$ cat config.mk
export PLATFORM = sky130hd
export DESIGN_NAME = mem_stage_flat
export DESIGN_NICKNAME = d
export VERILOG_FILES = /design/src/hw/lsu_pkg.sv /design/src/hw/pipe_if.sv /design/src/hw/mem_stage.sv /design/src/flat_wrapper.sv
export SDC_FILE = /design/constraint.sdc
export NUM_CORES = 1
export LEC_CHECK = 0
export ABC_CLOCK_PERIOD_IN_PS = 4000
export BUFFER_PORTS_ARGS = -buffer_cell sky130_fd_sc_hd__buf_2
export CAP_MARGIN = 10
export CORE_ASPECT_RATIO = 2
export CORE_UTILIZATION = 40
export DETAILED_ROUTE_END_ITERATION = 7
export PLACE_DENSITY = 0.82
export SYNTH_ARGS = -nofsm -noshare
export SYNTH_HDL_FRONTEND = slang
export SYNTH_SLANG_ARGS = --single-unit
$ cat constraint.sdc
create_clock -name clk -period 4 [get_ports clk]
set_input_delay 0.8 -clock clk [delete_from_list [all_inputs] [get_ports clk]]
set_output_delay 0.8 -clock clk [all_outputs]
set_load 0.02 [all_outputs]
$ cat src/hw/lsu_pkg.sv
`default_nettype none

package lsu_pkg;

    // data path and address widths
    localparam int XLEN   = 32;
    localparam int RAM_AW = 8;
    localparam int REG_AW = 5;

    // operation codes carried from execute
    localparam logic [1:0] OP_ALU   = 2'd0;
    localparam logic [1:0] OP_LOAD  = 2'd1;
    localparam logic [1:0] OP_STORE = 2'd2;

    // load funct3 encodings
    localparam logic [2:0] F3_LB  = 3'b000;
    localparam logic [2:0] F3_LH  = 3'b001;
    localparam logic [2:0] F3_LW  = 3'b010;
    localparam logic [2:0] F3_LBU = 3'b100;
    localparam logic [2:0] F3_LHU = 3'b101;

    // one-hot bit positions of the mem_wb FSM
    localparam int S_EMPTY = 0;
    localparam int S_PIPE  = 1;
    localparam int S_FULL  = 2;
    localparam int S_DRAIN = 3;

    // nonzero start value of the latency LFSR in data_ram
    localparam logic [7:0] LFSR_SEED = 8'hb5;

    // a read word seen as bytes or as halfwords
    typedef union packed {
        logic [3:0][7:0]  bytes;
        logic [1:0][15:0] halves;
    } load_word_t;

endpackage

`default_nettype wire

$ cat src/hw/pipe_if.sv
`timescale 1ns/1ps
`default_nettype none

interface pipe_if;
    import lsu_pkg::*;

    logic              valid;
    logic              ready;
    logic [1:0]        op;
    // result or effective address; after mem_wb it holds the load word
    logic [XLEN-1:0]   addr;
    // store data; after mem_wb it holds the effective address
    logic [XLEN-1:0]   wdata;
    logic [REG_AW-1:0] rd;
    logic [2:0]        funct3;

    modport up (
        output valid, op, addr, wdata, rd, funct3,
        input  ready
    );

    modport down (
        input  valid, op, addr, wdata, rd, funct3,
        output ready
    );

endinterface

`default_nettype wire

$ cat src/hw/mem_stage.sv
`timescale 1ns/1ps
`default_nettype none

module mem_stage (
    input  wire                        clk,
    input  wire                        rst_n,
    input  wire                        flush_i,
    input  wire                        in_valid_i,
    output logic                       in_ready_o,
    input  wire [1:0]                  in_op_i,
    input  wire [lsu_pkg::XLEN-1:0]    in_addr_i,
    input  wire [lsu_pkg::XLEN-1:0]    in_wdata_i,
    input  wire [lsu_pkg::REG_AW-1:0]  in_rd_i,
    input  wire [2:0]                  in_funct3_i,
    output logic                       req_valid_o,
    input  wire                        req_ready_i,
    output logic                       req_we_o,
    output logic [lsu_pkg::RAM_AW-1:0] req_addr_o,
    output logic [lsu_pkg::XLEN-1:0]   req_wdata_o,
    pipe_if.up                         down
);
    import lsu_pkg::*;

    logic              valid_q;
    logic [1:0]        op_q;
    logic [XLEN-1:0]   addr_q;
    logic [XLEN-1:0]   wdata_q;
    logic [REG_AW-1:0] rd_q;
    logic [2:0]        funct3_q;
    logic              is_load;
    logic              is_store;
    logic              leave;

    assign is_load  = (op_q == OP_LOAD);
    assign is_store = (op_q == OP_STORE);

    // a load is only issued when mem_wb can take it on the same edge
    assign req_valid_o = valid_q && !flush_i && (is_store || (is_load && down.ready));
    assign req_we_o    = is_store;
    assign req_addr_o  = addr_q[RAM_AW+1:2];
    assign req_wdata_o = wdata_q;

    // stores end here and loads follow their RAM request
    assign down.valid  = valid_q && (!(is_load || is_store) || (is_load && req_ready_i));
    assign down.op     = op_q;
    assign down.addr   = addr_q;
    assign down.wdata  = wdata_q;
    assign down.rd     = rd_q;
    assign down.funct3 = funct3_q;

    assign leave = is_store ? (req_valid_o && req_ready_i) : (down.valid && down.ready);

    assign in_ready_o = !flush_i && (!valid_q || leave);

    always_ff @(posedge clk or negedge rst_n) begin
        if (!rst_n) begin
            valid_q <= 1'b0;
        end else if (flush_i) begin
            valid_q <= 1'b0;
        end else if (in_valid_i && in_ready_o) begin
            valid_q <= 1'b1;
        end else if (leave) begin
            valid_q <= 1'b0;
        end
    end

    always_ff @(posedge clk) begin
        if (in_valid_i && in_ready_o) begin
            op_q     <= in_op_i;
            addr_q   <= in_addr_i;
            wdata_q  <= in_wdata_i;
            rd_q     <= in_rd_i;
            funct3_q <= in_funct3_i;
        end
    end

    // RAM request must hold steady until the RAM takes it
    a_req_stable: assert property (
        @(posedge clk) disable iff (!rst_n || flush_i)
        req_valid_o && !req_ready_i |=>
            req_valid_o && $stable(req_addr_o) && $stable(req_we_o)
    );

endmodule

`default_nettype wire

$ cat src/flat_wrapper.sv
// flat-port wrapper written by rule: the top's interface ports become plain ports
module mem_stage_flat import lsu_pkg::*;
  (clk, rst_n, flush_i, in_valid_i, in_ready_o, in_op_i, in_addr_i, in_wdata_i, in_rd_i, in_funct3_i, req_valid_o, req_ready_i, req_we_o, req_addr_o, req_wdata_o, down_valid, down_op, down_addr, down_wdata, down_rd, down_funct3, down_ready);
  pipe_if down_i ();
  input  wire clk;
  input  wire rst_n;
  input  wire flush_i;
  input  wire in_valid_i;
  output logic in_ready_o;
  input  wire [1:0] in_op_i;
  input  wire [lsu_pkg::XLEN-1:0] in_addr_i;
  input  wire [lsu_pkg::XLEN-1:0] in_wdata_i;
  input  wire [lsu_pkg::REG_AW-1:0] in_rd_i;
  input  wire [2:0] in_funct3_i;
  output logic req_valid_o;
  input  wire req_ready_i;
  output logic req_we_o;
  output logic [lsu_pkg::RAM_AW-1:0] req_addr_o;
  output logic [lsu_pkg::XLEN-1:0] req_wdata_o;
  output wire logic [$bits(down_i.valid)-1:0] down_valid;
  output wire logic [$bits(down_i.op)-1:0] down_op;
  output wire logic [$bits(down_i.addr)-1:0] down_addr;
  output wire logic [$bits(down_i.wdata)-1:0] down_wdata;
  output wire logic [$bits(down_i.rd)-1:0] down_rd;
  output wire logic [$bits(down_i.funct3)-1:0] down_funct3;
  input wire logic [$bits(down_i.ready)-1:0] down_ready;
  assign down_valid = down_i.valid;
  assign down_op = down_i.op;
  assign down_addr = down_i.addr;
  assign down_wdata = down_i.wdata;
  assign down_rd = down_i.rd;
  assign down_funct3 = down_i.funct3;
  assign down_i.ready = down_ready;
  mem_stage u_core (.clk(clk), .rst_n(rst_n), .flush_i(flush_i), .in_valid_i(in_valid_i), .in_ready_o(in_ready_o), .in_op_i(in_op_i), .in_addr_i(in_addr_i), .in_wdata_i(in_wdata_i), .in_rd_i(in_rd_i), .in_funct3_i(in_funct3_i), .req_valid_o(req_valid_o), .req_ready_i(req_ready_i), .req_we_o(req_we_o), .req_addr_o(req_addr_o), .req_wdata_o(req_wdata_o), .down(down_i));
endmodule
Yosys cells after proc, flatten, opt, wreduce, memory -nomap -nowiden

Index checks and enable logic that the tools add are counted.

Output and inout bits: 118
Flip-flop bits (word level): 75
Logic and storage cells: 29
Input port bits: 80

Muxes and demuxes: 4
Eq/ne operators: 2
Reductions and logical operators: 17

Operators by type and width:

| cell                                                                   | number |
|---|---|
| 1-bit logical AND                                                      | 9 |
| 1-bit logical OR                                                       | 4 |
| 1-bit two-way mux                                                      | 4 |
| 1-bit logical NOT                                                      | 3 |
| 3-bit nonzero test                                                     | 1 |
| 2-bit by 1-bit equality test with 1-bit output (second input constant) | 1 |
| 2-bit equality test (second input constant)                            | 1 |

Longest topological paths before layout

Depth after elaboration: 12
Mapped depth: 3
Mapped depth without buffers: 3

Worst setup path before layout

Ideal clock, no wire load.

Path type: input to register
From: input req_ready_i
To: register u_core.addr_q[0], in the netlist u_core.down.addr[0], enable pin
Library setup time: 0.440 ns
Slack: 0.287 ns
Stages: 3
Data arrival time: 3.273 ns
Required time: 3.560 ns
Path buffers: 0
Path through: and2b_1 a221oi_2 and2_1

Cells in the longest elaborated chain, start to end: 8
Elaborated cells between the ends (all ways): 9
Classes of those cells: mux: 1; reduce/logical: 8

RTL lines:

| element                | line               | RTL |
|---|---|---|
| start: declaration     | flat_wrapper.sv:16 | `input wire req_ready_i;` |
| 1-bit logical AND      | mem_stage.sv:44    | `assign down.valid = valid_q && (!(is_load \|\| is_store) \|\| (is_load && req_ready_i));` |
| 1-bit logical OR       | mem_stage.sv:44    |  |
| 1-bit logical AND      | mem_stage.sv:44    |  |
| 1-bit logical AND      | mem_stage.sv:51    | `assign leave = is_store ? (req_valid_o && req_ready_i) : (down.valid && down.ready);` |
| 1-bit two-way mux (*)  | mem_stage.sv:51    |  |
| 1-bit logical OR (*)   | mem_stage.sv:53    | `assign in_ready_o = !flush_i && (!valid_q \|\| leave);` |
| 1-bit logical AND (*)  | mem_stage.sv:53    |  |
| net in_ready_o         | flat_wrapper.sv:9  | `output logic in_ready_o;` |
| 1-bit logical AND (*)  | mem_stage.sv:68    | `if (in_valid_i && in_ready_o) begin` |
| end signal: assignment | mem_stage.sv:70    | `addr_q <= in_addr_i;` |
| end: declaration       | mem_stage.sv:26    | `logic [XLEN-1:0] addr_q;` |

The timed path passes the listed nets; every way through them passes the cells marked *.
A chain may end at the register's enable or synchronous reset.

Worst setup path in the final report

From: input req_ready_i
To: output in_ready_o

Cells in the longest elaborated chain, start to end: 7
Elaborated cells between the ends (all ways): 8
Classes of those cells: mux: 1; reduce/logical: 7

RTL lines:

| element               | line |
|---|---|
| 1-bit logical AND     | mem_stage.sv:44 |
| 1-bit logical OR      | mem_stage.sv:44 |
| 1-bit logical AND     | mem_stage.sv:44 |
| 1-bit logical AND     | mem_stage.sv:51 |
| 1-bit two-way mux (*) | mem_stage.sv:51 |
| 1-bit logical OR (*)  | mem_stage.sv:53 |
| 1-bit logical AND (*) | mem_stage.sv:53 |
| end: declaration      | flat_wrapper.sv:9 |

Every way passes the cells marked *; elsewhere a longest branch is shown, timed or not.

==> results.md <==
* Worst Setup SP: req_ready_i
* First-pass GRT wire length at 7210 microns
* Worst setup EP type: primary output
* Most frequent cells in the layout: 197 x buf_2, 74 x edfxtp_1, 9 x clkbuf_16
* Power density cells at 539.0 mW/mm^2
* Drt wl/cell at 14.98 microns
* Area Overhead vs Synth at 43.40%
* Net Switching at 0.4117 mW
* Critical Path Fanout Max at 2
* Starting DRT DRC Count at 67
* Diode count at 0
* CTS tree: built
* Mapped Area at 0.002655 sq mm
* Worst-margin pin slew at 0.9260 ns
* Pre-Repair DR Iteration Count at 3
* Tmin final at 2.436 ns
* Status: finished, final reports clean
* Setup Buffers After CTS at 0
* F_max at 410.5 MHz
* Site Rows at 41
* Period utilisation layout at 60.90%
* Reg2reg start: u_core.down.op[1]
* Clk sinks at 75
* Flop-to-flop setup slack at 1.76 ns
* Fin nets at 378
* Final worst slack at 1.564 ns
* Final-report max-slew violation count at 0
* Critical Path RT at 3.20 ns
* Setup TNS at 0 ns
* HP Class: input pin to asynchronous set/reset pin
* Worst slack, placed at 1.340 ns
* Buffers added on ports at 197
* Critical path type: input pin to primary output
* Largest net degree at the start of global routing at 75
* Depth of the CTS H-tree at 3
* Syn_nets at 210
* Via density at 4.172
* P_int at 1.640 mW
* RSZ-0062 raised after global routing: no
* Vias at 1623
* Final hold violation count at 0
* Io pins at 198
* Number of buffers on the longest clock path at 2
* Die height at 117.2 microns
* Layout cells sized above 1 at 70.30%
* Clk_skew at 0.003984 ns
* Comb pwr share at 8.7%
* Post_cts resized at 0
* Initial antenna violation count at 0
* Estimated wirelength of the detail-placed design at 4418 microns
* Final Non-Filler Cells at 389
* CTS Buf Count at 9
* CTS clk-pin slew, worst paths at 0.05 ns
* Sequential power share at 44.9%
* Placed cells at 373
* Multi-input logic area at 106.4 sq um
* CP startpoint kind: input pin
* Post-DRT Antenna Nets at 0
* Yosys cell types at 17
* Most common cell after layout, fill and taps aside: buf_2
* R2R depth at 3
* Sequential element share of the synthesized area at 84.64%
* Fill count at 521
* Register area at 0.002247 sq mm
* Post-cts hold buffer count at 0
* Hold Slack at 0.2392 ns
* Clk_lat worst skew at 0.33 ns
* Initial Util at 41.74%
* MaxCap Viol Count at 0
* R2r endpoint: u_core.down.wdata[29]
* Post-Synthesis Cells at 130
* Grt total ovfl at 0
* Max-slew headroom at 38.27%
* Die area at 0.006987 sq mm
* GRT Overall Usage at 15.50%
* Final setup vio count at 0
* DRC errors left at 0
* Pleak at 1.704 nW
* Die Wd at 59.61 microns
* Clock share of power at 46.4%
* Routability cong. at 0.6586
* Core region area at 0.006361 sq mm
* Switching share of power at 20.06%
* Avg Cell Area, Syn at 20.42 sq um
* Arr. time, crit path at 1.64 ns
* Worst VDD drop at 0.2858 mV
* Clk root buf: clkbuf_16
* Vias in the first global route at 1463
* Synth Register Bits at 75
* Yosys Warn Count at 0
* Final wirelength at 5826 microns
-- synth_stat cells --
cell,n,area share [%]
nand2_1,1,0.14
nand2b_4,1,0.52
nand2b_1,1,0.24
dfrtp_1,1,0.94
a221oi_2,1,0.57
buf_4,40,11
and2b_1,1,0.28
a21oi_1,1,0.19
xor2_1,1,0.33
nand3b_1,1,0.28
and2_1,1,0.24
nor2_1,2,0.28
nor2b_1,1,0.24
inv_1,1,0.14
nor3b_1,1,0.28
a221oi_1,1,0.33
edfxtp_1,74,84
-- worst max-delay path by stage --
| stage | depth (start not counted) | slack (ns) | endpoint |
|---|---|---|---|
| after global placement | 4 | 1.45 | u_core.down.addr[16] |
| after floorplan | 3 | 0.29 | u_core.down.addr[0] |
| after global routing | 4 | 1.55 | in_ready_o |
| after detailed placement | 4 | 1.34 | u_core.down.addr[14] |
| after CTS | 4 | 1.58 | in_ready_o |
| final | 4 | 1.56 | in_ready_o |
-- area by class of cell --
cell class                      count  share of cell area (%)
Clock buffer                       10                   6.014
Clock inverter                      6                   3.352
Tap cell                           86                   2.826
Inverter                            1                 0.09859
Timing Repair Buffer              197                   25.90
Multi-Input combinational cell     14                   2.793
Sequential cell                    75                   59.02
-- per-layer routing --
metal,vias up,part of all wire (%),wire length [microns],track usage [%]
li1,775,-,-,-
met3,11,7.6,440,7.802
met1,747,35,2016,14.56
met2,90,55,3210,25.47
met4,0,2.7,159,10.70
met5,-,0,0,0
-- registers in the layout (all words and copies together), names as in the netlist --
signal,cells
u_core.down.addr,32
u_core.down.funct3,3
u_core.down.op,2
u_core.down.rd,5
u_core.down.wdata,32
u_core.valid_q,1
-- per-stage QoR --
step / area, sq um / util, % / total power [mW]
after floorplan: 2655 / - / 1.049
after global placement: 3451 / 54.25 / 1.112
after detailed placement: 3451 / 54.25 / 1.119
after CTS: 3807 / 59.85 / 2.075
after global routing: 3807 / 59.85 / 2.113
final: 3807 / 59.85 / 2.052
-- power groups by stage --
stage	registers, mW	logic [mW]	clock network, mW
6_report	0.922	0.178	0.952
5_1_grt	0.925	0.190	0.998
3_3_place_gp	0.936	0.176	0
4_1_cts	0.922	0.181	0.971
2_1_floorplan	0.982	0.0674	0
3_5_place_dp	0.938	0.180	0
-- logic make-up after synthesis --
group | after synthesis | share of synthesized area (%)
and+or+nand+nor | 10 | 2.498
AOI/OAI and AO/OA | 3 | 1.084
DFF | 75 | 84.64
xor gates and xnor gates | 1 | 0.3299
buffers and inverters | 41 | 11.45
-- worst max-delay path, stage by stage --
cell and delay, ns:
buf_2 0.10, and2b_1 0.21, a221oi_2 0.31, buf_2 0.21
No activity file was read; power rests on OpenSTA's default activity.
