===== config.mk =====
export PLATFORM = sky130hd
export DESIGN_NAME = reg_file
export DESIGN_NICKNAME = d
export VERILOG_FILES = /design/src/hw/lsu_pkg.sv /design/src/hw/reg_file.sv
export SDC_FILE = /design/constraint.sdc
export NUM_CORES = 1
export LEC_CHECK = 0
export ABC_AREA = 1
export BUFFER_PORTS_ARGS = -buffer_cell sky130_fd_sc_hd__buf_2
export CAP_MARGIN = 0
export CORE_UTILIZATION = 50
export DETAILED_ROUTE_END_ITERATION = 8
export PLACE_DENSITY_LB_ADDON = 0.05
export SYNTH_ARGS = -nofsm -noshare
export SYNTH_HDL_FRONTEND = slang
export SYNTH_SLANG_ARGS = --single-unit

===== constraint.sdc =====
create_clock -name clk -period 2.8 [get_ports clk]
set_clock_uncertainty 0.2 [all_clocks]
set_input_delay 0.56 -clock clk [delete_from_list [all_inputs] [get_ports clk]]
set_output_delay 0.56 -clock clk [all_outputs]
set_load 0.01 [all_outputs]

===== src/hw/lsu_pkg.sv =====
`default_nettype none

package lsu_pkg;

    // data path and address widths
    localparam int XLEN   = 32;
    localparam int RAM_AW = 8;
    localparam int REG_AW = 5;

    // operation codes carried from execute
    localparam logic [1:0] OP_ALU   = 2'd0;
    localparam logic [1:0] OP_LOAD  = 2'd1;
    localparam logic [1:0] OP_STORE = 2'd2;

    // load funct3 encodings
    localparam logic [2:0] F3_LB  = 3'b000;
    localparam logic [2:0] F3_LH  = 3'b001;
    localparam logic [2:0] F3_LW  = 3'b010;
    localparam logic [2:0] F3_LBU = 3'b100;
    localparam logic [2:0] F3_LHU = 3'b101;

    // one-hot bit positions of the mem_wb FSM
    localparam int S_EMPTY = 0;
    localparam int S_PIPE  = 1;
    localparam int S_FULL  = 2;
    localparam int S_DRAIN = 3;

    // nonzero start value of the latency LFSR in data_ram
    localparam logic [7:0] LFSR_SEED = 8'hb5;

    // a read word seen as bytes or as halfwords
    typedef union packed {
        logic [3:0][7:0]  bytes;
        logic [1:0][15:0] halves;
    } load_word_t;

endpackage

`default_nettype wire


===== src/hw/reg_file.sv =====
`timescale 1ns/1ps
`default_nettype none

module reg_file (
    input  wire                        clk,
    input  wire                        rst_n,
    input  wire                        we_i,
    input  wire [lsu_pkg::REG_AW-1:0]  wa_i,
    input  wire [lsu_pkg::XLEN-1:0]    wd_i,
    input  wire [lsu_pkg::REG_AW-1:0]  ra_i,
    output logic [lsu_pkg::XLEN-1:0]   rd_o
);
    import lsu_pkg::*;

    logic [XLEN-1:0] regs [2**REG_AW];

    // x0 is never written and keeps its reset value of zero
    always_ff @(posedge clk or negedge rst_n) begin
        if (!rst_n) begin
            for (int i = 0; i < 2**REG_AW; i++) begin
                regs[i] <= '0;
            end
        end else if (we_i && (wa_i != '0)) begin
            regs[wa_i] <= wd_i;
        end
    end

    assign rd_o = regs[ra_i];

endmodule

`default_nettype wire


After elaboration in Yosys (flattened, before gate mapping) --
Cells that the tools add are included.
Cells by class: bitwise logic cells 2, muxes and demuxes 6, order comparisons 3, reduce and logical (&&, ||, !) cells 3
Operators with widths (count):
- $bwmux 1024 | 1
- $bmux 32 s5 | 1
- $demux 32 s5 | 1
- $mux 32 | 3
- $ge 6x6->1 const B | 2
- $not 5->6 | 2
- $lt 6x1->1 const B | 1
- $reduce_bool 5->1 | 1
- $logic_and 1x1->1 | 2
Word-level totals: input bits 45, register bits 1024, output and inout port bits 32, logic and storage cells 46

Longest topological paths before layout --
Gate-level depths: netlist of run 1.
depth in word-level cells 6, depth in mapped cells 12

Worst setup path before layout of run 1 --
OpenSTA, ideal clock, no wires.
path type input-to-output, start in ra_i[0] (netlist bit), end out rd_o[11] (netlist bit), required time 2.040 ns, slack 0.197 ns, arrival 1.843 ns, cell stages on the path 12, path buffers 3, path through buf_2 > inv_2 > clkbuf_1 > clkbuf_1 > nand2_1 > nand3_1 > nand3_1 > nand2_1 > nand2_1 > nand2_1 > nand2_1 > nand2_1
Between the ends: longest elaborated chain between the ends 4
RTL lines:
- start: declaration | RTL line reg_file.sv:10 | input wire [lsu_pkg::REG_AW-1:0] ra_i,
- $not 5->6 (not written as such) | RTL line reg_file.sv:28 | assign rd_o = regs[ra_i];
- $bmux 32 s5 | RTL line reg_file.sv:28
- $mux 32 (not written as such) (2 in a row) | RTL line reg_file.sv:28
- end: declaration | RTL line reg_file.sv:11 | output logic [lsu_pkg::XLEN-1:0] rd_o
No other way between the ends. The select of a mux whose other input is x is not followed.

Worst setup path after layout of run 1 --
start in ra_i[0] (netlist bit), end out rd_o[10] (netlist bit)
Same word-level chain as after synthesis.

==> results of run 1 <==
[cells in the final DEF (no fill, tap or decap), types with 6 or more instances in the layout]
cell | synthesis | final
sky130_fd_sc_hd__a21oi_1 | 256 | 256
sky130_fd_sc_hd__buf_12 | 0 | 105
sky130_fd_sc_hd__buf_16 | 0 | 23
sky130_fd_sc_hd__buf_2 | 87 | 53
sky130_fd_sc_hd__buf_4 | 0 | 231
sky130_fd_sc_hd__buf_6 | 7 | 30
sky130_fd_sc_hd__buf_8 | 0 | 6
sky130_fd_sc_hd__bufinv_16 | 0 | 13
sky130_fd_sc_hd__clkbuf_1 | 410 | 17
sky130_fd_sc_hd__clkbuf_16 | 0 | 129
sky130_fd_sc_hd__clkbuf_8 | 0 | 34
sky130_fd_sc_hd__clkinv_1 | 32 | 32
sky130_fd_sc_hd__clkinv_2 | 0 | 22
sky130_fd_sc_hd__dfrtp_1 | 1024 | 1024
sky130_fd_sc_hd__dlygate4sd3_1 | 0 | 7
sky130_fd_sc_hd__inv_1 | 9 | 7
sky130_fd_sc_hd__nand2_1 | 2570 | 2439
sky130_fd_sc_hd__nand2_2 | 1 | 112
sky130_fd_sc_hd__nand2_4 | 4 | 24
sky130_fd_sc_hd__nand3_1 | 772 | 663
sky130_fd_sc_hd__nand3_2 | 3 | 111
sky130_fd_sc_hd__nor2_1 | 260 | 258
sky130_fd_sc_hd__nor2_2 | 16 | 12
sky130_fd_sc_hd__nor2_4 | 1 | 7
sky130_fd_sc_hd__o21ai_0 | 632 | 632
sky130_fd_sc_hd__o21ai_1 | 104 | 104
[layer usage]
layer | wire length, um | vias up | GRT usage [%]
met5 | 0 | - | 0
met3 | 9650 | 368 | 4.59
met1 | 69500 | 21200 | 44.5
met4 | 7200 | 0 | 15.2
li1 | - | 20300 | -
met2 | 78700 | 1561 | 54.9
[path summary, 6_finish.rpt]
| check | from | to | slack, ps | cells after the start |
|---|---|---|---|---|
| max | ra_i[0] | rd_o[10] | -60 | 13 |
| max reg2reg | regs[962] | regs[962] | 1840 | 3 |
| min in group asynchronous | rst_n | regs[5] | 140 | 2 |
| max in group asynchronous | rst_n | regs[881] | 1310 | 3 |
| min | wd_i[2] | regs[642] | 30 | 3 |
| min reg2reg | regs[1011] | regs[1011] | 170 | 0 |
[through the flow]
stage | utilization [%] | worst slack, ps
6_report | 61.7 | -58.3
5_1_grt | 61.7 | -98.0
4_1_cts | 60.1 | -43.8
3_5_place_dp | 55.0 | -258
3_3_place_gp | 55.0 | -258
2_1_floorplan | - | 197
[final cells by class]
cell class	count	share of cell area, %
repair buffers	475	9.94
clock buffers	163	5.76
clock inverters	42	1.05
well taps	1254	2.71
diodes	3	0.0130
repair inverters	1	0.0195
flip-flops and latches	1024	44.3
multi-input cells	4627	35.8
inverters	48	0.400
[worst max-delay path, cell delays in order]
cell	delay [ps]
sky130_fd_sc_hd__buf_16	140
sky130_fd_sc_hd__buf_12	160
sky130_fd_sc_hd__buf_12	120
sky130_fd_sc_hd__bufbuf_16	280
sky130_fd_sc_hd__nand2_1	60
sky130_fd_sc_hd__nand3_1	70
sky130_fd_sc_hd__nand3_1	90
sky130_fd_sc_hd__nand2_1	70
sky130_fd_sc_hd__nand2_1	90
sky130_fd_sc_hd__nand2_1	60
sky130_fd_sc_hd__nand2_1	120
sky130_fd_sc_hd__nand2_4	100
sky130_fd_sc_hd__buf_4	160
[where the power goes]
part | leakage (nW) | total, W | internal (W) | switching, W
Combinational | 13.1 | 0.00732 | 0.00290 | 0.00442
Clock | 1.95 | 0.0157 | 0.00943 | 0.00632
Sequential | 13.1 | 0.0192 | 0.0177 | 0.00152
Total | 28.1 | 0.0422 | 0.0300 | 0.0123
[repair_timing]
action,4_1_cts,5_1_grt
hold buffers,7,0
resized for setup,112,221
endpoints found under the setup margin,32,32
pin swaps,23,85
cloned,9,18
endpoints found under the hold margin,224,0
setup buffers,11,14
[logic make-up after synthesis]
family / after synthesis
compound gates: 992
buf+inv: 595
flops: 1024
simple gates: 3635
==> metrics.sh, run 1 <==
VIAS=43400
INITIAL_UTILIZATION_PCT=50.9
SLEW_VIOL_FINAL=0
TOP_REGISTER='regs'
SKEW_PAIR_LATE_INSERTION_DELAY_PS=700
SYNTH.FF_LATCH_COUNT=1024
CELL_AREA_PLACED_SQ_MM=0.0516
POST_DETAILED_ROUTE_DRC_MARKER_COUNT=0
SETUP.WORST_PATH.END_CLASS='output pin'
TOTAL_LEAKAGE_POWER_nW=28.1
SYNTH_TOP_AREA_CELLS='sky130_fd_sc_hd__dfrtp_1 54%, sky130_fd_sc_hd__nand2_1 20%, sky130_fd_sc_hd__nand3_1 8.1%, sky130_fd_sc_hd__o21ai_0 6.6%, sky130_fd_sc_hd__clkbuf_1 3.2%'
FP.COREAREA_SQ_MM=0.0939
FIN_WORST_HOLD_SLACK_PS=34.7
MAIN_COMBINATIONAL_CELL_FAMILY_BY_AREA_AFTER_SYNTHESIS='simple AND/OR/NAND/NOR gates'
SYNTH_SIMPLE_GATE_AREA_SHARE_PCT=30.9
VIASPERCELL=5.68
CRIT_TYPE='input pin to output pin'
PLACE_HPWL_UM=101000
FLIP_FLOP_COUNT_OF_THE_LARGEST_REGISTER_AFTER_LAYOUT=1024
WORST_HOLD_CHECK_PATH_TYPE='input pin to register'
FLOORPLAN.DIE.HEIGHT_UM=311
ACHIEVABLE-FREQUENCY_GHz=0.350
GRT_PASS1_VIAS=42200
DESIGN.PORTCOUNT=77
PLACE_CONGESTION=0.882
KIND_OF_LAUNCH_POINT_OF_THE_WORST_SETUP_PATH='input pin'
TRANSITION_AT_THE_PIN_WITH_THE_SMALLEST_MAX_TRANSITION_SLACK_PS=1240
GRT_USE_TOTAL_PCT=33.6
H-TREE-DEPTH=3
FINAL-SEQ-AREA_SQ_MM=0.0256
FIN_CELLS=7637
FINAL_AREA_SQ_MM=0.0579
PROPORTION_OF_SYNTHESIZED_AREA_IN_MUX_CELLS_PCT=0
CTS.REPORTEDPATHS.CLKPINSLEW_PS=60
ANTENNA_FOUND_INITIAL=3
LAYOUT_SETUP_WS_PS=-58.3
CORE_ROWS=112
WIRE_PER_INST_UM=21.6
TIMING.CRITICAL_PATH.REQUIRED_PS=2040
CTS_MADE_BUFFERS=110
CTS.SINKS=1024
LAYOUT_TOP_REGISTERS='regs x1024'
DR.PASS1.ITERS=7
POSTSYNTH.TOPFLOPCELL='sky130_fd_sc_hd__dfrtp_1'
POWER_DENSITY_mW_PER_MM2=730
MULTI_INPUT_AREA_SQ_MM=0.0207
VIOLATIONS='setup timing'
SYNTHTOLAYOUTAREAGROWTH_PCT=21.2
HOLD_VIOL=0
UNREPAIRED_SETUP_ENDPOINTS_AFTER_GLOBAL_ROUTING='yes'
NETLIST_INSTANCES=6246
POST-SYNTH-TOP-AREA-CELL='sky130_fd_sc_hd__dfrtp_1'
DRT_WL_TOTAL_UM=165000
CTS_TREE='yes'
RUN_STATUS='finished with violations'
DIEAREA_SQ_MM=0.0967
CLOCKBUFFERDEPTH=3
GRT_FIRST_PASS_WIRELENGTH_UM=253000
GRT_START_MAX_NET_PINS=132
TIMING.CRITICAL_PATH.FANOUT_MAX=12
POST_SYNTH_EDFFS=0
SYN_AVG_CELL_AREA_SQ_UM=7.65
POST-ROUTE-PERIOD-UTIL_PCT=102
ASYNC_RESET_FF_SHARE_PCT=100
NUMBER_OF_DISTINCT_STANDARD_CELLS_REFERENCED_BY_THE_SYNTHESIZED_NETLIST=25
CRITICAL_PATH_ARRIVAL_PS=2100
SYNTH.TOP_CELL.AREA_SHARE_PCT=53.7
YS_TOP_CELLS_BY_COUNT='2570 x sky130_fd_sc_hd__nand2_1, 1024 x sky130_fd_sc_hd__dfrtp_1, 772 x sky130_fd_sc_hd__nand3_1, 632 x sky130_fd_sc_hd__o21ai_0, 410 x sky130_fd_sc_hd__clkbuf_1'
POWER.IR.VDD_WORST_mV=0.634
AREA_FRACTION_IN_COMPOUND_GATES_AFTER_SYNTHESIS_PCT=10.4
TIMING.MAX_CAP.VIOLATIONS=0
GRT-OVFL-TOTAL=0
YOSYS.AREA_SHARE.ADDER_PCT=0
YOSYSMOSTFREQUENTCELL='sky130_fd_sc_hd__nand2_1'
YOSYS.AREA_SHARE.XOR_XNOR_PCT=0
TIMING.FINAL.SETUP_VIOLATIONS=9
WORST_SLEW_MARGIN_REL_PCT=17.3
REPORT.POWER.TOTAL_W=0.0422
YS.WARNINGS.COUNT=0
SETUP_TNS_PS=-201
PLACED_CELLS_INCL_TAPS=7372
ANT_NETS=0
SYN_NETS=6291
POST_SYNTH_INSTANCE_AREA_SQ_MM=0.0478
SYNTH.YOSYS.SEQ_AREA_SHARE_PCT=53.7
NET_COUNT_REPORTED_AT_FINISH=6332
INITIALDRTVIOLATIONCOUNT=3979
ROOT_BUFFER='sky130_fd_sc_hd__clkbuf_16'
DRIVE_GT1_SHARE_PCT=14.7
LAYOUT.FILLER_CELLS=8375
DIE_W_UM=311
PORT_BUFFERS=76
FINAL_CRITICAL_PERIOD_PS=2860
No activity file was read; power rests on OpenSTA's default activity.
==> inputs of run 2 (changes only) <==
Settings changed: ABC_AREA 1 to default.
==> run 2 against run 1 <==
Net effect: the run still ends with setup timing left; clock power decreased by 4%; via count fell by 31%; setup slack got worse by 37 ps.
==> metrics.sh, run 2 <==
TOP_REGISTER='regs'
DIEAREA_SQ_MM=0.0947
NETLIST_INSTANCES=3451
NET-SWITCHING-POWER_W=0.0106
POSTSYNTH.TOPFLOPCELL='sky130_fd_sc_hd__dfrtp_1'
YS_TOP_CELLS_BY_COUNT='1024 x sky130_fd_sc_hd__dfrtp_1, 965 x sky130_fd_sc_hd__mux2_2, 512 x sky130_fd_sc_hd__mux2i_1, 187 x sky130_fd_sc_hd__clkbuf_1, 152 x sky130_fd_sc_hd__buf_2'
FIN_CELLS=4986
UNREPAIRED_SETUP_ENDPOINTS_AFTER_GLOBAL_ROUTING='yes'
NUMBER_OF_DISTINCT_STANDARD_CELLS_REFERENCED_BY_THE_SYNTHESIZED_NETLIST=25
ANT_NETS=0
PORT_BUFFERS=76
PLACE_CONGESTION=0.822
TOTAL_LEAKAGE_POWER_nW=26.7
ROOT_BUFFER='sky130_fd_sc_hd__clkbuf_16'
GRT_START_MAX_NET_PINS=93
SYN_NETS=3496
INITIAL_UTILIZATION_PCT=50.7
FLIP_FLOP_COUNT_OF_THE_LARGEST_REGISTER_AFTER_LAYOUT=1024
NET_COUNT_REPORTED_AT_FINISH=3692
ANTENNA_FOUND_INITIAL=14
SYNTH_TOP_AREA_CELLS='sky130_fd_sc_hd__dfrtp_1 55%, sky130_fd_sc_hd__mux2_2 23%, sky130_fd_sc_hd__mux2i_1 11%, sky130_fd_sc_hd__buf_2 1.6%, sky130_fd_sc_hd__a22oi_1 1.5%'
MOST-COMMON-LAYOUT-CELLS='1024 x sky130_fd_sc_hd__dfrtp_1, 965 x sky130_fd_sc_hd__mux2_2, 485 x sky130_fd_sc_hd__mux2i_1, 209 x sky130_fd_sc_hd__buf_4, 121 x sky130_fd_sc_hd__clkbuf_16'
CTS_TREE='yes'
POWER_DENSITY_mW_PER_MM2=724
GRT-OVFL-TOTAL=0
DIE_W_UM=308
CTS.REPORTEDPATHS.CLKPINSLEW_PS=50
PWR-SHARE-SEQ_PCT=46.6
ACHIEVABLE-FREQUENCY_GHz=0.345
GRT_FIRST_PASS_WIRELENGTH_UM=208000
TIMING.MAX_CAP.VIOLATIONS=0
LAYOUT.FILLER_CELLS=7008
POST_SYNTH_EDFFS=0
MULTI_INPUT_AREA_SQ_MM=0.0204
HOLD_VIOL=0
TIMING.CRITICAL_PATH.REQUIRED_PS=2040
POWER.IR.VDD_WORST_mV=0.489
FINAL_CRITICAL_PERIOD_PS=2900
DR.PASS1.ITERS=5
COMBPWRFRAC_PCT=16.4
INITIALDRTVIOLATIONCOUNT=2114
CLOCKBUFFERDEPTH=3
SYNTH.YOSYS.SEQ_AREA_SHARE_PCT=54.8
CTS_MADE_BUFFERS=112
POST-ROUTE-UTIL_PCT=61.5
CTS.SINKS=1024
SLEW_VIOL_FINAL=0
SYNTHTOLAYOUTAREAGROWTH_PCT=21.1
RUN_STATUS='finished with violations'
YOSYSMOSTFREQUENTCELL='sky130_fd_sc_hd__dfrtp_1'
POST_SYNTH_INSTANCE_AREA_SQ_MM=0.0467
P_INT_W=0.0304
SYN_AVG_CELL_AREA_SQ_UM=13.5
VIOLATIONS='setup timing'
CORE_ROWS=111
PRE_CTS_SLACK_PS=-241
CRITICAL_PATH_ARRIVAL_PS=2140
SYNTH.FF_LATCH_COUNT=1024
DESIGN.PORTCOUNT=77
LAYOUT_TOP_REGISTERS='regs x1024'
H-TREE-DEPTH=3
WORST_SLEW_MARGIN_REL_PCT=53.2
WORST_HOLD_CHECK_PATH_TYPE='register to register'
FLOORPLAN.DIE.HEIGHT_UM=308
SYNTH.TOP_CELL.AREA_SHARE_PCT=54.8
MOST_COMMON_CELL_AFTER_LAYOUT_FILL_AND_TAPS_ASIDE='sky130_fd_sc_hd__dfrtp_1'
GRT_PASS1_VIAS=32000
TIMING.CRITICAL_PATH.FANOUT_MAX=7
SETUP.WORST_PATH.END_CLASS='output pin'
CRIT_TYPE='input pin to output pin'
TRANSITION_AT_THE_PIN_WITH_THE_SMALLEST_MAX_TRANSITION_SLACK_PS=702
LAYOUT_SETUP_WS_PS=-95.4
DRT_WL_TOTAL_UM=140000
TIMING.FINAL.SETUP_VIOLATIONS=16
SWITCHING_SHARE_PCT=25.8
PLACED_CELLS_INCL_TAPS=4679
SKEW_PAIR_LATE_INSERTION_DELAY_PS=690
POST-ROUTE-PERIOD-UTIL_PCT=103
YS.WARNINGS.COUNT=0
FP.COREAREA_SQ_MM=0.0921
WIRE_PER_INST_UM=28.1
DRIVE_GT1_SHARE_PCT=46.2
VIASPERCELL=5.97
CLKPWRFRAC_PCT=37.0
POST_DETAILED_ROUTE_DRC_MARKER_COUNT=0
GRT_USE_TOTAL_PCT=29.8
FINAL-SEQ-AREA_SQ_MM=0.0256
KIND_OF_LAUNCH_POINT_OF_THE_WORST_SETUP_PATH='input pin'
PLACE_HPWL_UM=82400
POST-SYNTH-TOP-AREA-CELL='sky130_fd_sc_hd__dfrtp_1'
VIAS=29800
ASYNC_RESET_FF_SHARE_PCT=100
## run 2: logic make-up after synthesis
logic type / share of synthesized area, %
buffers and inverters: 3.30
AOI/OAI and AO/OA: 4.20
and+or+nand+nor: 2.77
DFF: 54.8
muxes: 34.9
## run 2: through the flow
stage	area (sq um)	TNS (ps)	hold slack, ps	total power [W]
after floorplan	46700	0	64.4	0.0232
after global placement	50300	-4570	164	0.0250
after detailed placement	50300	-5240	165	0.0254
after CTS	55800	-850	178	0.0411
after global routing	56600	-1970	186	0.0427
final	56600	-701	175	0.0410
## run 2: area by class of cell
class                   count  area share (%)
diodes                      5          0.0221
clock buffers             161            5.85
clock inverters            44           0.889
multi-input cells        2072            36.0
flip-flops and latches   1024            45.3
well taps                1243            2.75
repair buffers            437            9.19
## run 2: power groups by stage
stage	clock [W]	sequential [W]	combinational, W
after global placement	0	0.0190	0.00593
after CTS	0.0154	0.0190	0.00659
after floorplan	0	0.0188	0.00441
after detailed placement	0	0.0193	0.00619
after global routing	0.0161	0.0194	0.00728
final	0.0151	0.0191	0.00673
## run 2: path summary, 6_finish.rpt
| check | from | end | slack, ps | depth (start not counted) |
|---|---|---|---|---|
| min in group asynchronous | rst_n | regs[801] | 240 | 2 |
| max | ra_i[1] | rd_o[10] | -100 | 10 |
| min reg2reg | regs[1008] | regs[1008] | 180 | 0 |
| max reg2reg | regs[914] | regs[914] | 1730 | 2 |
| min | regs[1008] | regs[1008] | 180 | 0 |
| max in group asynchronous | rst_n | regs[401] | 1030 | 3 |
## run 2: per-layer routing
layer	global-route usage [%]	routed length, um
met1	40.9	62100
met2	46.5	65100
met3	5.82	7790
met4	12.2	4920
met5	0	49
## run 2: worst max-delay path: stages
cell and delay (ps):
sky130_fd_sc_hd__buf_16 140, sky130_fd_sc_hd__buf_16 170, sky130_fd_sc_hd__buf_12 160, sky130_fd_sc_hd__buf_12 120, sky130_fd_sc_hd__mux2i_2 230, sky130_fd_sc_hd__a22o_1 160
sky130_fd_sc_hd__nor3_1 40, sky130_fd_sc_hd__a31oi_1 170, sky130_fd_sc_hd__nand3_2 180, sky130_fd_sc_hd__buf_6 180
## run 2: what timing repair did
| action | 4_1_cts | 5_1_grt |
|---|---|---|
| cloned | 16 | 8 |
| setup buffers | 50 | 28 |
| resized for setup | 156 | 75 |
| pin swaps | 51 | 63 |
| endpoints found under the setup margin | 32 | 32 |
| hold endpoints to repair | 18 | 0 |
| hold buffers | 1 | 0 |
