## src/hw/lsu_pkg.sv

```systemverilog
`default_nettype none

package lsu_pkg;

    // data path and address widths
    localparam int XLEN   = 32;
    localparam int RAM_AW = 8;
    localparam int REG_AW = 5;

    // operation codes carried from execute
    localparam logic [1:0] OP_ALU   = 2'd0;
    localparam logic [1:0] OP_LOAD  = 2'd1;
    localparam logic [1:0] OP_STORE = 2'd2;

    // load funct3 encodings
    localparam logic [2:0] F3_LB  = 3'b000;
    localparam logic [2:0] F3_LH  = 3'b001;
    localparam logic [2:0] F3_LW  = 3'b010;
    localparam logic [2:0] F3_LBU = 3'b100;
    localparam logic [2:0] F3_LHU = 3'b101;

    // one-hot bit positions of the mem_wb FSM
    localparam int S_EMPTY = 0;
    localparam int S_PIPE  = 1;
    localparam int S_FULL  = 2;
    localparam int S_DRAIN = 3;

    // nonzero start value of the latency LFSR in data_ram
    localparam logic [7:0] LFSR_SEED = 8'hb5;

    // a read word seen as bytes or as halfwords
    typedef union packed {
        logic [3:0][7:0]  bytes;
        logic [1:0][15:0] halves;
    } load_word_t;

endpackage

`default_nettype wire

```

## src/hw/pipe_if.sv

```systemverilog
`timescale 1ns/1ps
`default_nettype none

interface pipe_if;
    import lsu_pkg::*;

    logic              valid;
    logic              ready;
    logic [1:0]        op;
    // result or effective address; after mem_wb it holds the load word
    logic [XLEN-1:0]   addr;
    // store data; after mem_wb it holds the effective address
    logic [XLEN-1:0]   wdata;
    logic [REG_AW-1:0] rd;
    logic [2:0]        funct3;

    modport up (
        output valid, op, addr, wdata, rd, funct3,
        input  ready
    );

    modport down (
        input  valid, op, addr, wdata, rd, funct3,
        output ready
    );

endinterface

`default_nettype wire

```

## src/hw/mem_wb.sv

```systemverilog
`timescale 1ns/1ps
`default_nettype none

module mem_wb (
    input  wire                      clk,
    input  wire                      rst_n,
    input  wire                      flush_i,
    input  wire                      data_ok_i,
    input  wire [lsu_pkg::XLEN-1:0]  rdata_i,
    pipe_if.down                     up,
    pipe_if.up                       down
);
    import lsu_pkg::*;

    logic [3:0]        state_q;
    logic [3:0]        state_d;
    logic [1:0]        op_q;
    logic [XLEN-1:0]   addr_q;
    logic [REG_AW-1:0] rd_q;
    logic [2:0]        funct3_q;
    // side buffer for a load word that arrived while write-back was stalled
    logic [XLEN-1:0]   buf_q;
    logic              load_q;
    logic              data_here;
    logic              leave;
    logic              take;
    logic              wait_ok;

    assign load_q = (op_q == OP_LOAD);

    // result is ready in FULL, or in PIPE once a load's data shows up
    assign data_here = state_q[S_FULL] || (state_q[S_PIPE] && (!load_q || data_ok_i));
    assign leave     = data_here && down.ready;

    // a response is owed to this stage
    assign wait_ok = state_q[S_DRAIN] || (state_q[S_PIPE] && load_q);

    // the RAM is still busy in the data_ok cycle, so no new op then
    assign up.ready = state_q[S_EMPTY] || (leave && !(state_q[S_PIPE] && load_q));
    assign take     = up.valid && up.ready && !flush_i;

    assign down.valid  = data_here;
    assign down.op     = op_q;
    // loads swap the address for the loaded word
    assign down.addr   = state_q[S_FULL] ? buf_q : (load_q ? rdata_i : addr_q);
    // the byte offset still travels downstream for alignment
    assign down.wdata  = addr_q;
    assign down.rd     = rd_q;
    assign down.funct3 = funct3_q;

    always_comb begin
        state_d = '0;
        if (flush_i) begin
            // an orphaned load response has to be waited out
            if (wait_ok && !data_ok_i) begin
                state_d[S_DRAIN] = 1'b1;
            end else begin
                state_d[S_EMPTY] = 1'b1;
            end
        end else if (state_q[S_DRAIN]) begin
            if (data_ok_i) begin
                state_d[S_EMPTY] = 1'b1;
            end else begin
                state_d[S_DRAIN] = 1'b1;
            end
        end else if (take) begin
            state_d[S_PIPE] = 1'b1;
        end else if (state_q[S_EMPTY] || leave) begin
            state_d[S_EMPTY] = 1'b1;
        end else if (state_q[S_PIPE] && load_q && data_ok_i) begin
            // data came but write-back is stalled
            state_d[S_FULL] = 1'b1;
        end else begin
            state_d = state_q;
        end
    end

    always_ff @(posedge clk or negedge rst_n) begin
        if (!rst_n) begin
            state_q <= 4'b0001 << S_EMPTY;
        end else begin
            state_q <= state_d;
        end
    end

    always_ff @(posedge clk) begin
        if (take) begin
            op_q     <= up.op;
            addr_q   <= up.addr;
            rd_q     <= up.rd;
            funct3_q <= up.funct3;
        end
        if (state_q[S_PIPE] && load_q && data_ok_i && !down.ready) begin
            buf_q <= rdata_i;
        end
    end

    a_state_onehot: assert property (
        @(posedge clk) disable iff (!rst_n)
        $onehot(state_q)
    );

    // the RAM only answers a load that this stage holds or drains
    a_no_stray_ok: assert property (
        @(posedge clk) disable iff (!rst_n)
        data_ok_i |-> state_q[S_DRAIN] || (state_q[S_PIPE] && load_q)
    );

endmodule

`default_nettype wire

```

## src/flat_wrapper.sv

```systemverilog
// flat-port wrapper written by rule: the top's interface ports become plain ports
module mem_wb_flat import lsu_pkg::*;
  (clk, rst_n, flush_i, data_ok_i, rdata_i, up_valid, up_op, up_addr, up_wdata, up_rd, up_funct3, up_ready, down_valid, down_op, down_addr, down_wdata, down_rd, down_funct3, down_ready);
  pipe_if up_i ();
  pipe_if down_i ();
  input  wire clk;
  input  wire rst_n;
  input  wire flush_i;
  input  wire data_ok_i;
  input  wire [lsu_pkg::XLEN-1:0] rdata_i;
  input wire logic [$bits(up_i.valid)-1:0] up_valid;
  input wire logic [$bits(up_i.op)-1:0] up_op;
  input wire logic [$bits(up_i.addr)-1:0] up_addr;
  input wire logic [$bits(up_i.wdata)-1:0] up_wdata;
  input wire logic [$bits(up_i.rd)-1:0] up_rd;
  input wire logic [$bits(up_i.funct3)-1:0] up_funct3;
  output wire logic [$bits(up_i.ready)-1:0] up_ready;
  output wire logic [$bits(down_i.valid)-1:0] down_valid;
  output wire logic [$bits(down_i.op)-1:0] down_op;
  output wire logic [$bits(down_i.addr)-1:0] down_addr;
  output wire logic [$bits(down_i.wdata)-1:0] down_wdata;
  output wire logic [$bits(down_i.rd)-1:0] down_rd;
  output wire logic [$bits(down_i.funct3)-1:0] down_funct3;
  input wire logic [$bits(down_i.ready)-1:0] down_ready;
  assign up_i.valid = up_valid;
  assign up_i.op = up_op;
  assign up_i.addr = up_addr;
  assign up_i.wdata = up_wdata;
  assign up_i.rd = up_rd;
  assign up_i.funct3 = up_funct3;
  assign up_ready = up_i.ready;
  assign down_valid = down_i.valid;
  assign down_op = down_i.op;
  assign down_addr = down_i.addr;
  assign down_wdata = down_i.wdata;
  assign down_rd = down_i.rd;
  assign down_funct3 = down_i.funct3;
  assign down_i.ready = down_ready;
  mem_wb u_core (.clk(clk), .rst_n(rst_n), .flush_i(flush_i), .data_ok_i(data_ok_i), .rdata_i(rdata_i), .up(up_i), .down(down_i));
endmodule
```

## config.mk

```make
export PLATFORM = sky130hd
export DESIGN_NAME = mem_wb_flat
export DESIGN_NICKNAME = d
export VERILOG_FILES = /design/src/hw/lsu_pkg.sv /design/src/hw/pipe_if.sv /design/src/hw/mem_wb.sv /design/src/flat_wrapper.sv
export SDC_FILE = /design/constraint.sdc
export NUM_CORES = 1
export LEC_CHECK = 0
export ABC_AREA = 1
export BUFFER_PORTS_ARGS = -buffer_cell sky130_fd_sc_hd__buf_2
export CAP_MARGIN = 20
export CORE_MARGIN = 2
export CORE_UTILIZATION = 43
export CTS_CLUSTER_DIAMETER = 30
export DETAILED_ROUTE_END_ITERATION = 7
export GPL_TIMING_DRIVEN = 0
export HOLD_SLACK_MARGIN = 0.05
export PLACE_DENSITY = 0.85
export SETUP_SLACK_MARGIN = 0.15
export SLEW_MARGIN = 20
export SYNTH_ARGS = -nofsm -noshare
export SYNTH_HDL_FRONTEND = slang
export SYNTH_SLANG_ARGS = --single-unit
export TNS_END_PERCENT = 100
```

## constraint.sdc

```tcl
create_clock -name clk -period 5.3 [get_ports clk]
set_clock_uncertainty 0.15 [all_clocks]
set_input_delay 0.53 -clock clk [delete_from_list [all_inputs] [get_ports clk]]
set_output_delay 0.53 -clock clk [all_outputs]
set_load 0.005 [all_outputs]
```

# After elaboration in Yosys (flattened, before gate mapping)
# Index checks and enable logic that the tools add are counted.
[totals]
input_bits = 112
register_bits = 78
[op_classes]
reduce_logical = 20
n_mux = 19
n_eq_ne = 1
[op_table]
columns = ["op", "count"]
rows = [
  ["32-bit two-way mux", 2],
  ["1-bit two-way mux", 12],
  ["2-bit two-way mux", 5],
  ["1-bit logical AND", 9],
  ["1-bit logical NOT", 5],
  ["1-bit logical OR", 5],
  ["5-bit nonzero test", 1],
  ["2-bit by 1-bit equality test with 1-bit output, second input constant", 1],
]

# Longest topological paths before layout
[depth]
word_depth = 13
mapped_depth = 10
depth_no_buf = 10

# Worst setup path after synthesis
# Ideal clock, no wire load.
[synth_path]
kind = "input -> register"
from = "input port data_ok_i"
to = "register u_core.funct3_q[0], in the netlist u_core.down.funct3[0] (enable)"
stages = 8
setup_time_ps = 493
setup_slack_ps = 877
t_required_ps = 4657
path_buffers = 0
arrival_ps = 3779
path_cell_list = "inv_1 nand3_1 nand2_1 nand2_2 nand2_2 nand2_2 inv_2 nor3_1"
[synth_via]
elab_chain_len = 8
[synth_rtl]
columns = ["item", "line", "text"]
rows = [
  ["start: declaration", "flat_wrapper.sv:9", "input wire data_ok_i;"],
  ["1-bit logical OR", "mem_wb.sv:32", "assign data_here = state_q[S_FULL] || (state_q[S_PIPE] && (!load_q || data_ok_i));"],
  ["1-bit logical AND", "mem_wb.sv:32", ""],
  ["1-bit logical OR", "mem_wb.sv:32", ""],
  ["via down_valid", "flat_wrapper.sv:18", "output wire logic [$bits(down_i.valid)-1:0] down_valid;"],
  ["1-bit logical AND", "mem_wb.sv:33", "assign leave = data_here && down.ready;"],
  ["1-bit logical AND", "mem_wb.sv:39", "assign up.ready = state_q[S_EMPTY] || (leave && !(state_q[S_PIPE] && load_q));"],
  ["1-bit logical OR", "mem_wb.sv:39", ""],
  ["1-bit logical AND (2 in series)", "mem_wb.sv:40", "assign take = up.valid && up.ready && !flush_i;"],
  ["end signal: assignment", "mem_wb.sv:91", "funct3_q <= up.funct3;"],
  ["end: declaration", "mem_wb.sv:20", "logic [2:0] funct3_q;"],
]
# The timed path passes the listed nets, and every way through them passes these cells.
# A chain may end at the register's enable or synchronous reset.

# Worst setup path in the final report
[layout_path]
from = "register u_core.op_q[1], in the netlist u_core.down.op[1]"
to = "output port down_addr[19]"
[layout_via]
elab_chain_len = 3
[layout_rtl]
columns = ["item", "line", "text"]
rows = [
  ["start: declaration", "mem_wb.sv:17", "logic [1:0] op_q;"],
  ["start signal: assignment", "mem_wb.sv:88", "op_q <= up.op;"],
  ["2-bit by 1-bit equality test with 1-bit output", "mem_wb.sv:29", "assign load_q = (op_q == OP_LOAD);"],
  ["32-bit two-way mux (2 in series)", "mem_wb.sv:45", "assign down.addr = state_q[S_FULL] ? buf_q : (load_q ? rdata_i : addr_q);"],
  ["end: declaration", "flat_wrapper.sv:20", "output wire logic [$bits(down_i.addr)-1:0] down_addr;"],
]
# No other way between the ends.

==> impl_metrics.prom <==
# TYPE chip_impl_metric gauge
chip_impl_info{name="yosysMostFrequentCell",value="sky130_fd_sc_hd__edfxtp_1"} 1
chip_impl_metric{name="cellInternalPower",unit="W"} 0.00109
chip_impl_metric{name="postSynth.asyncResetShare",unit="%"} 5.13
chip_impl_metric{name="areaGrowthSynthToFinish",unit="%"} 39.0
chip_impl_metric{name="reg2reg_setup_slack",unit="ns"} 3.04
chip_impl_info{name="synth_ff_type",value="sky130_fd_sc_hd__edfxtp_1"} 1
chip_impl_metric{name="share_of_final_layout_standard_cells_stronger_than_drive_strength_1",unit="%"} 46.0
chip_impl_metric{name="antenna_violating_nets_post_route",unit=""} 0
chip_impl_metric{name="vias",unit=""} 2615
chip_impl_info{name="timing.critical_path.to_type",value="output pin"} 1
chip_impl_metric{name="netlist_instances",unit=""} 256
chip_impl_metric{name="timing.slew.headroom",unit="%"} 63.9
chip_impl_metric{name="final.min_clock_period",unit="ns"} 2.41
chip_impl_metric{name="post-route-cell-area",unit="um^2"} 4350
chip_impl_metric{name="ir_drop",unit="mV"} 0.193
chip_impl_metric{name="die_h",unit="um"} 89.4
chip_impl_metric{name="top_level_ports",unit=""} 188
chip_impl_metric{name="detailedRoute.firstPassIterationCount",unit=""} 4
chip_impl_metric{name="place.port_buffers",unit=""} 155
chip_impl_metric{name="routedWlPerCell",unit="um"} 15.1
chip_impl_metric{name="cpPeakStageDelay",unit="ns"} 0.40
chip_impl_metric{name="worstMarginPinSlew",unit="ns"} 0.540
chip_impl_metric{name="comb_power_share",unit="%"} 11.2
chip_impl_metric{name="gp_congestion",unit=""} 0.805
chip_impl_metric{name="final_max_slew_viol_count",unit=""} 0
chip_impl_metric{name="cts_buffers",unit=""} 9
chip_impl_metric{name="dieWidth",unit="um"} 89.4
chip_impl_info{name="r2r_end",value="u_core.down.rd[0]"} 1
chip_impl_metric{name="global_route_wire_length_before_repair",unit="mm"} 11.7
chip_impl_metric{name="clock.fmax",unit="MHz"} 415
chip_impl_info{name="most_numerous_cell_types_in_the_synthesized_netlist",value="sky130_fd_sc_hd__edfxtp_1, sky130_fd_sc_hd__nand2_1, sky130_fd_sc_hd__nor2_1"} 1
chip_impl_metric{name="drc_errors",unit=""} 0
chip_impl_metric{name="first_global_vias",unit=""} 2565
chip_impl_info{name="hp-class",value="input port to flop"} 1
chip_impl_metric{name="path_buf_inv",unit=""} 4
chip_impl_metric{name="mappedNetlistNets",unit=""} 368
chip_impl_metric{name="globalRoute.totalOverflow",unit=""} 0
chip_impl_metric{name="final.setup.tns",unit="ns"} 0
chip_impl_metric{name="worst-endpoint-arrival",unit="ns"} 1.73
chip_impl_metric{name="coreArea",unit="um^2"} 7140
chip_impl_metric{name="critical_path_required",unit="ns"} 4.62
chip_impl_info{name="unrepaired_setup_endpoints_after_global_routing",value="no"} 1
chip_impl_metric{name="place_inst",unit=""} 515
chip_impl_metric{name="diodes",unit=""} 0
chip_impl_metric{name="dp_hpwl",unit="mm"} 6.10
chip_impl_metric{name="timing.reg2reg.worst_path_depth",unit=""} 7
chip_impl_metric{name="global_route.usage.total",unit="%"} 19.7
chip_impl_metric{name="power",unit="W"} 0.00140
chip_impl_metric{name="final.period_utilization",unit="%"} 45.5
chip_impl_metric{name="synth.cell_area",unit="um^2"} 3130
chip_impl_metric{name="power-per-cell-area",unit="nW/um^2"} 322
chip_impl_metric{name="synthDistinctLibCells",unit=""} 17
chip_impl_metric{name="power_frac_clock",unit="%"} 37.7
chip_impl_metric{name="initial_utilization",unit="%"} 43.9
chip_impl_info{name="critical_path_start_type",value="flop"} 1
chip_impl_metric{name="syn_avg_cell_area",unit="um^2"} 12.2
chip_impl_metric{name="register_share_of_total_power",unit="%"} 51.1
chip_impl_metric{name="worstSkewPairLatency",unit="ns"} 0.34
chip_impl_metric{name="avgViaCountPerCell",unit=""} 4.92
chip_impl_metric{name="design.die.area",unit="um^2"} 7990
chip_impl_info{name="worst_case_hold_path_end_point",value="u_core.down.wdata[29]"} 1
chip_impl_metric{name="clkSinkCount",unit=""} 78
chip_impl_metric{name="post-synth-top-area-fraction",unit="%"} 70.9
chip_impl_metric{name="maxCapViolCount",unit=""} 0
chip_impl_metric{name="clock_tree.buffer_depth",unit=""} 2
chip_impl_metric{name="final-hold-violation-count",unit=""} 0
chip_impl_metric{name="maximum_number_of_pins_on_one_net_before_global_route_repair",unit=""} 19
chip_impl_metric{name="p_sw",unit="W"} 0.000309
chip_impl_info{name="hold_path.startpoint",value="up_addr[29]"} 1
chip_impl_metric{name="final-setup-viol-count",unit=""} 0
chip_impl_metric{name="nFillCells",unit=""} 604
chip_impl_metric{name="synth_edf_count",unit=""} 74
chip_impl_metric{name="p_leak",unit="nW"} 1.90
chip_impl_metric{name="placed_cell_area",unit="um^2"} 4110
chip_impl_metric{name="share_of_the_yosys_chip_area_belonging_to_registers",unit="%"} 74.2
chip_impl_info{name="worst_setup_path_startpoint",value="u_core.down.op[1]"} 1
chip_impl_metric{name="finalNonFillerCells",unit=""} 532
chip_impl_info{name="path_class",value="flop to output pin"} 1
chip_impl_info{name="cpLargestDelayFamily",value="buffers and inverters"} 1
chip_impl_metric{name="placementRows",unit=""} 31
chip_impl_info{name="path_cells",value="inv_2 -> nand2_2 -> inv_2 -> buf_2 -> nand2_1 -> a31oi_1 -> buf_2"} 1
chip_impl_metric{name="finish.net_count",unit=""} 540
chip_impl_metric{name="worstPathMaxFanout",unit=""} 10
chip_impl_metric{name="totalWireLength",unit="mm"} 8.02
chip_impl_info{name="timing.critical_path.slowest_stage_cell",value="sky130_fd_sc_hd__edfxtp_1"} 1
chip_impl_info{name="cts_tree",value="done"} 1
chip_impl_info{name="root_buffer",value="sky130_fd_sc_hd__clkbuf_8"} 1
chip_impl_metric{name="synth_warnings",unit=""} 0
chip_impl_info{name="rr_startpoint",value="u_core.down.op[0]"} 1
chip_impl_metric{name="hold_depth",unit=""} 1
chip_impl_metric{name="drt_first_iter_violations",unit=""} 134
chip_impl_metric{name="cts.clk_slew.worst_paths",unit="ns"} 0.08
chip_impl_info{name="synth.largest_area_cell",value="sky130_fd_sc_hd__edfxtp_1"} 1
chip_impl_info{name="status",value="finished, final reports clean"} 1
chip_impl_metric{name="synth_seq_cells",unit=""} 78
chip_impl_metric{name="htree_num_levels",unit=""} 3
chip_impl_metric{name="grt_antenna_before_repair",unit=""} 0
chip_impl_info{name="netlist_top_cells_area",value="sky130_fd_sc_hd__edfxtp_1, sky130_fd_sc_hd__nand2_1, sky130_fd_sc_hd__a31oi_1"} 1
chip_impl_metric{name="switching_share",unit="%"} 22.0
[power groups by stage]
| stage | registers (W) | clock network (W) | logic [W] |
|---|---|---|---|
| after floorplan | 0.000734 | 0 | 0.0000611 |
| after global placement | 0.000733 | 0 | 0.000147 |
| after detailed placement | 0.000730 | 0 | 0.000158 |
| after CTS | 0.000717 | 0.000541 | 0.000159 |
| after global routing | 0.000719 | 0.000565 | 0.000175 |
| final | 0.000716 | 0.000529 | 0.000157 |
[logic make-up (layout without fill, tap and decap cells)]
family,Yosys count,after routing,share of synthesized area [%]
AOI/OAI and AO/OA,37,37,7.27
buffers and inverters,23,200,3.23
DFF,78,78,74.2
and+or+nand+nor,118,118,15.3
[per-layer routing]
layer | up-vias | global-route usage, % | share of wire [%] | wire (um)
met5 | - | 0 | 0 | 0
met1 | 1230 | 22.5 | 40 | 3240
met3 | 21 | 5.36 | 5.6 | 452
li1 | 1251 | - | - | -
met2 | 113 | 34.2 | 52 | 4140
met4 | 0 | 9.50 | 2.4 | 191
[registers in the layout, summed over array words and instances (netlist names)]
register / flops
u_core.buf_q: 32
u_core.down.funct3: 3
u_core.down.op: 2
u_core.down.rd: 5
u_core.down.wdata: 32
u_core.state_q: 4
[cell type report]
type                    instances  area, um^2  share of cell area, %
clock buffers                  11         131                   3.02
multi-input cells             155         721                   16.6
well taps                      99         124                   2.84
inverters                      10        37.5                  0.862
repair buffers                161         847                   19.5
plain buffers                  13        63.8                   1.47
flip-flops and latches         78        2320                   53.4
clock inverters                 5         106                   2.44
[timing repair]
| item | CTS | global route |
|---|---|---|
| resized for setup | 0 | 0 |
| hold buffers | 1 | 0 |
| setup endpoints to repair | 0 | 0 |
| setup buffers | 0 | 0 |
| endpoints found under the hold margin | 4 | 0 |
[per-stage QoR]
step / hold WS (ns) / setup slack, ns / utilization (%)
2_1_floorplan: 0.0844 / 0.877 / -
3_3_place_gp: 0.187 / -0.646 / 56.5
3_5_place_dp: 0.190 / 2.84 / 57.5
4_1_cts: 0.190 / 2.87 / 61.0
5_1_grt: 0.185 / 2.74 / 61.0
6_report: 0.209 / 2.89 / 61.0
[how the worst max path moves through the flow]
stage / cells past startpoint / endpoint / slack, ns
3_5_place_dp: 11 / u_core.down.funct3[2] / 2.84
4_1_cts: 7 / down_addr[19] / 2.87
6_report: 7 / down_addr[19] / 2.89
5_1_grt: 7 / down_addr[28] / 2.74
2_1_floorplan: 8 / u_core.down.funct3[0] / 0.88
3_3_place_gp: 9 / u_core.down.wdata[18] / -0.65
[cells in the final DEF, fill, tap and decap left out]
| master | count |
|---|---|
| sky130_fd_sc_hd__buf_2 | 167 |
| sky130_fd_sc_hd__edfxtp_1 | 74 |
| sky130_fd_sc_hd__nand2_1 | 69 |
| sky130_fd_sc_hd__nor2_1 | 35 |
| sky130_fd_sc_hd__a31oi_1 | 32 |
| sky130_fd_sc_hd__clkbuf_8 | 9 |
| sky130_fd_sc_hd__inv_1 | 7 |
| sky130_fd_sc_hd__nand2_2 | 5 |
| sky130_fd_sc_hd__a21oi_1 | 4 |
| sky130_fd_sc_hd__inv_2 | 3 |
| sky130_fd_sc_hd__clkbuf_1 | 3 |
| sky130_fd_sc_hd__nor2_4 | 3 |
| sky130_fd_sc_hd__nand3_1 | 3 |
| sky130_fd_sc_hd__bufinv_16 | 3 |
| sky130_fd_sc_hd__buf_4 | 3 |
| sky130_fd_sc_hd__dfrtp_1 | 3 |
| sky130_fd_sc_hd__nand4_1 | 2 |
| sky130_fd_sc_hd__nor3_2 | 1 |
| sky130_fd_sc_hd__o211ai_1 | 1 |
| sky130_fd_sc_hd__inv_6 | 1 |
| sky130_fd_sc_hd__clkinvlp_4 | 1 |
| sky130_fd_sc_hd__dlygate4sd3_1 | 1 |
| sky130_fd_sc_hd__buf_6 | 1 |
| sky130_fd_sc_hd__buf_16 | 1 |
| sky130_fd_sc_hd__dfstp_2 | 1 |
(Power assumes the default switching activity.)
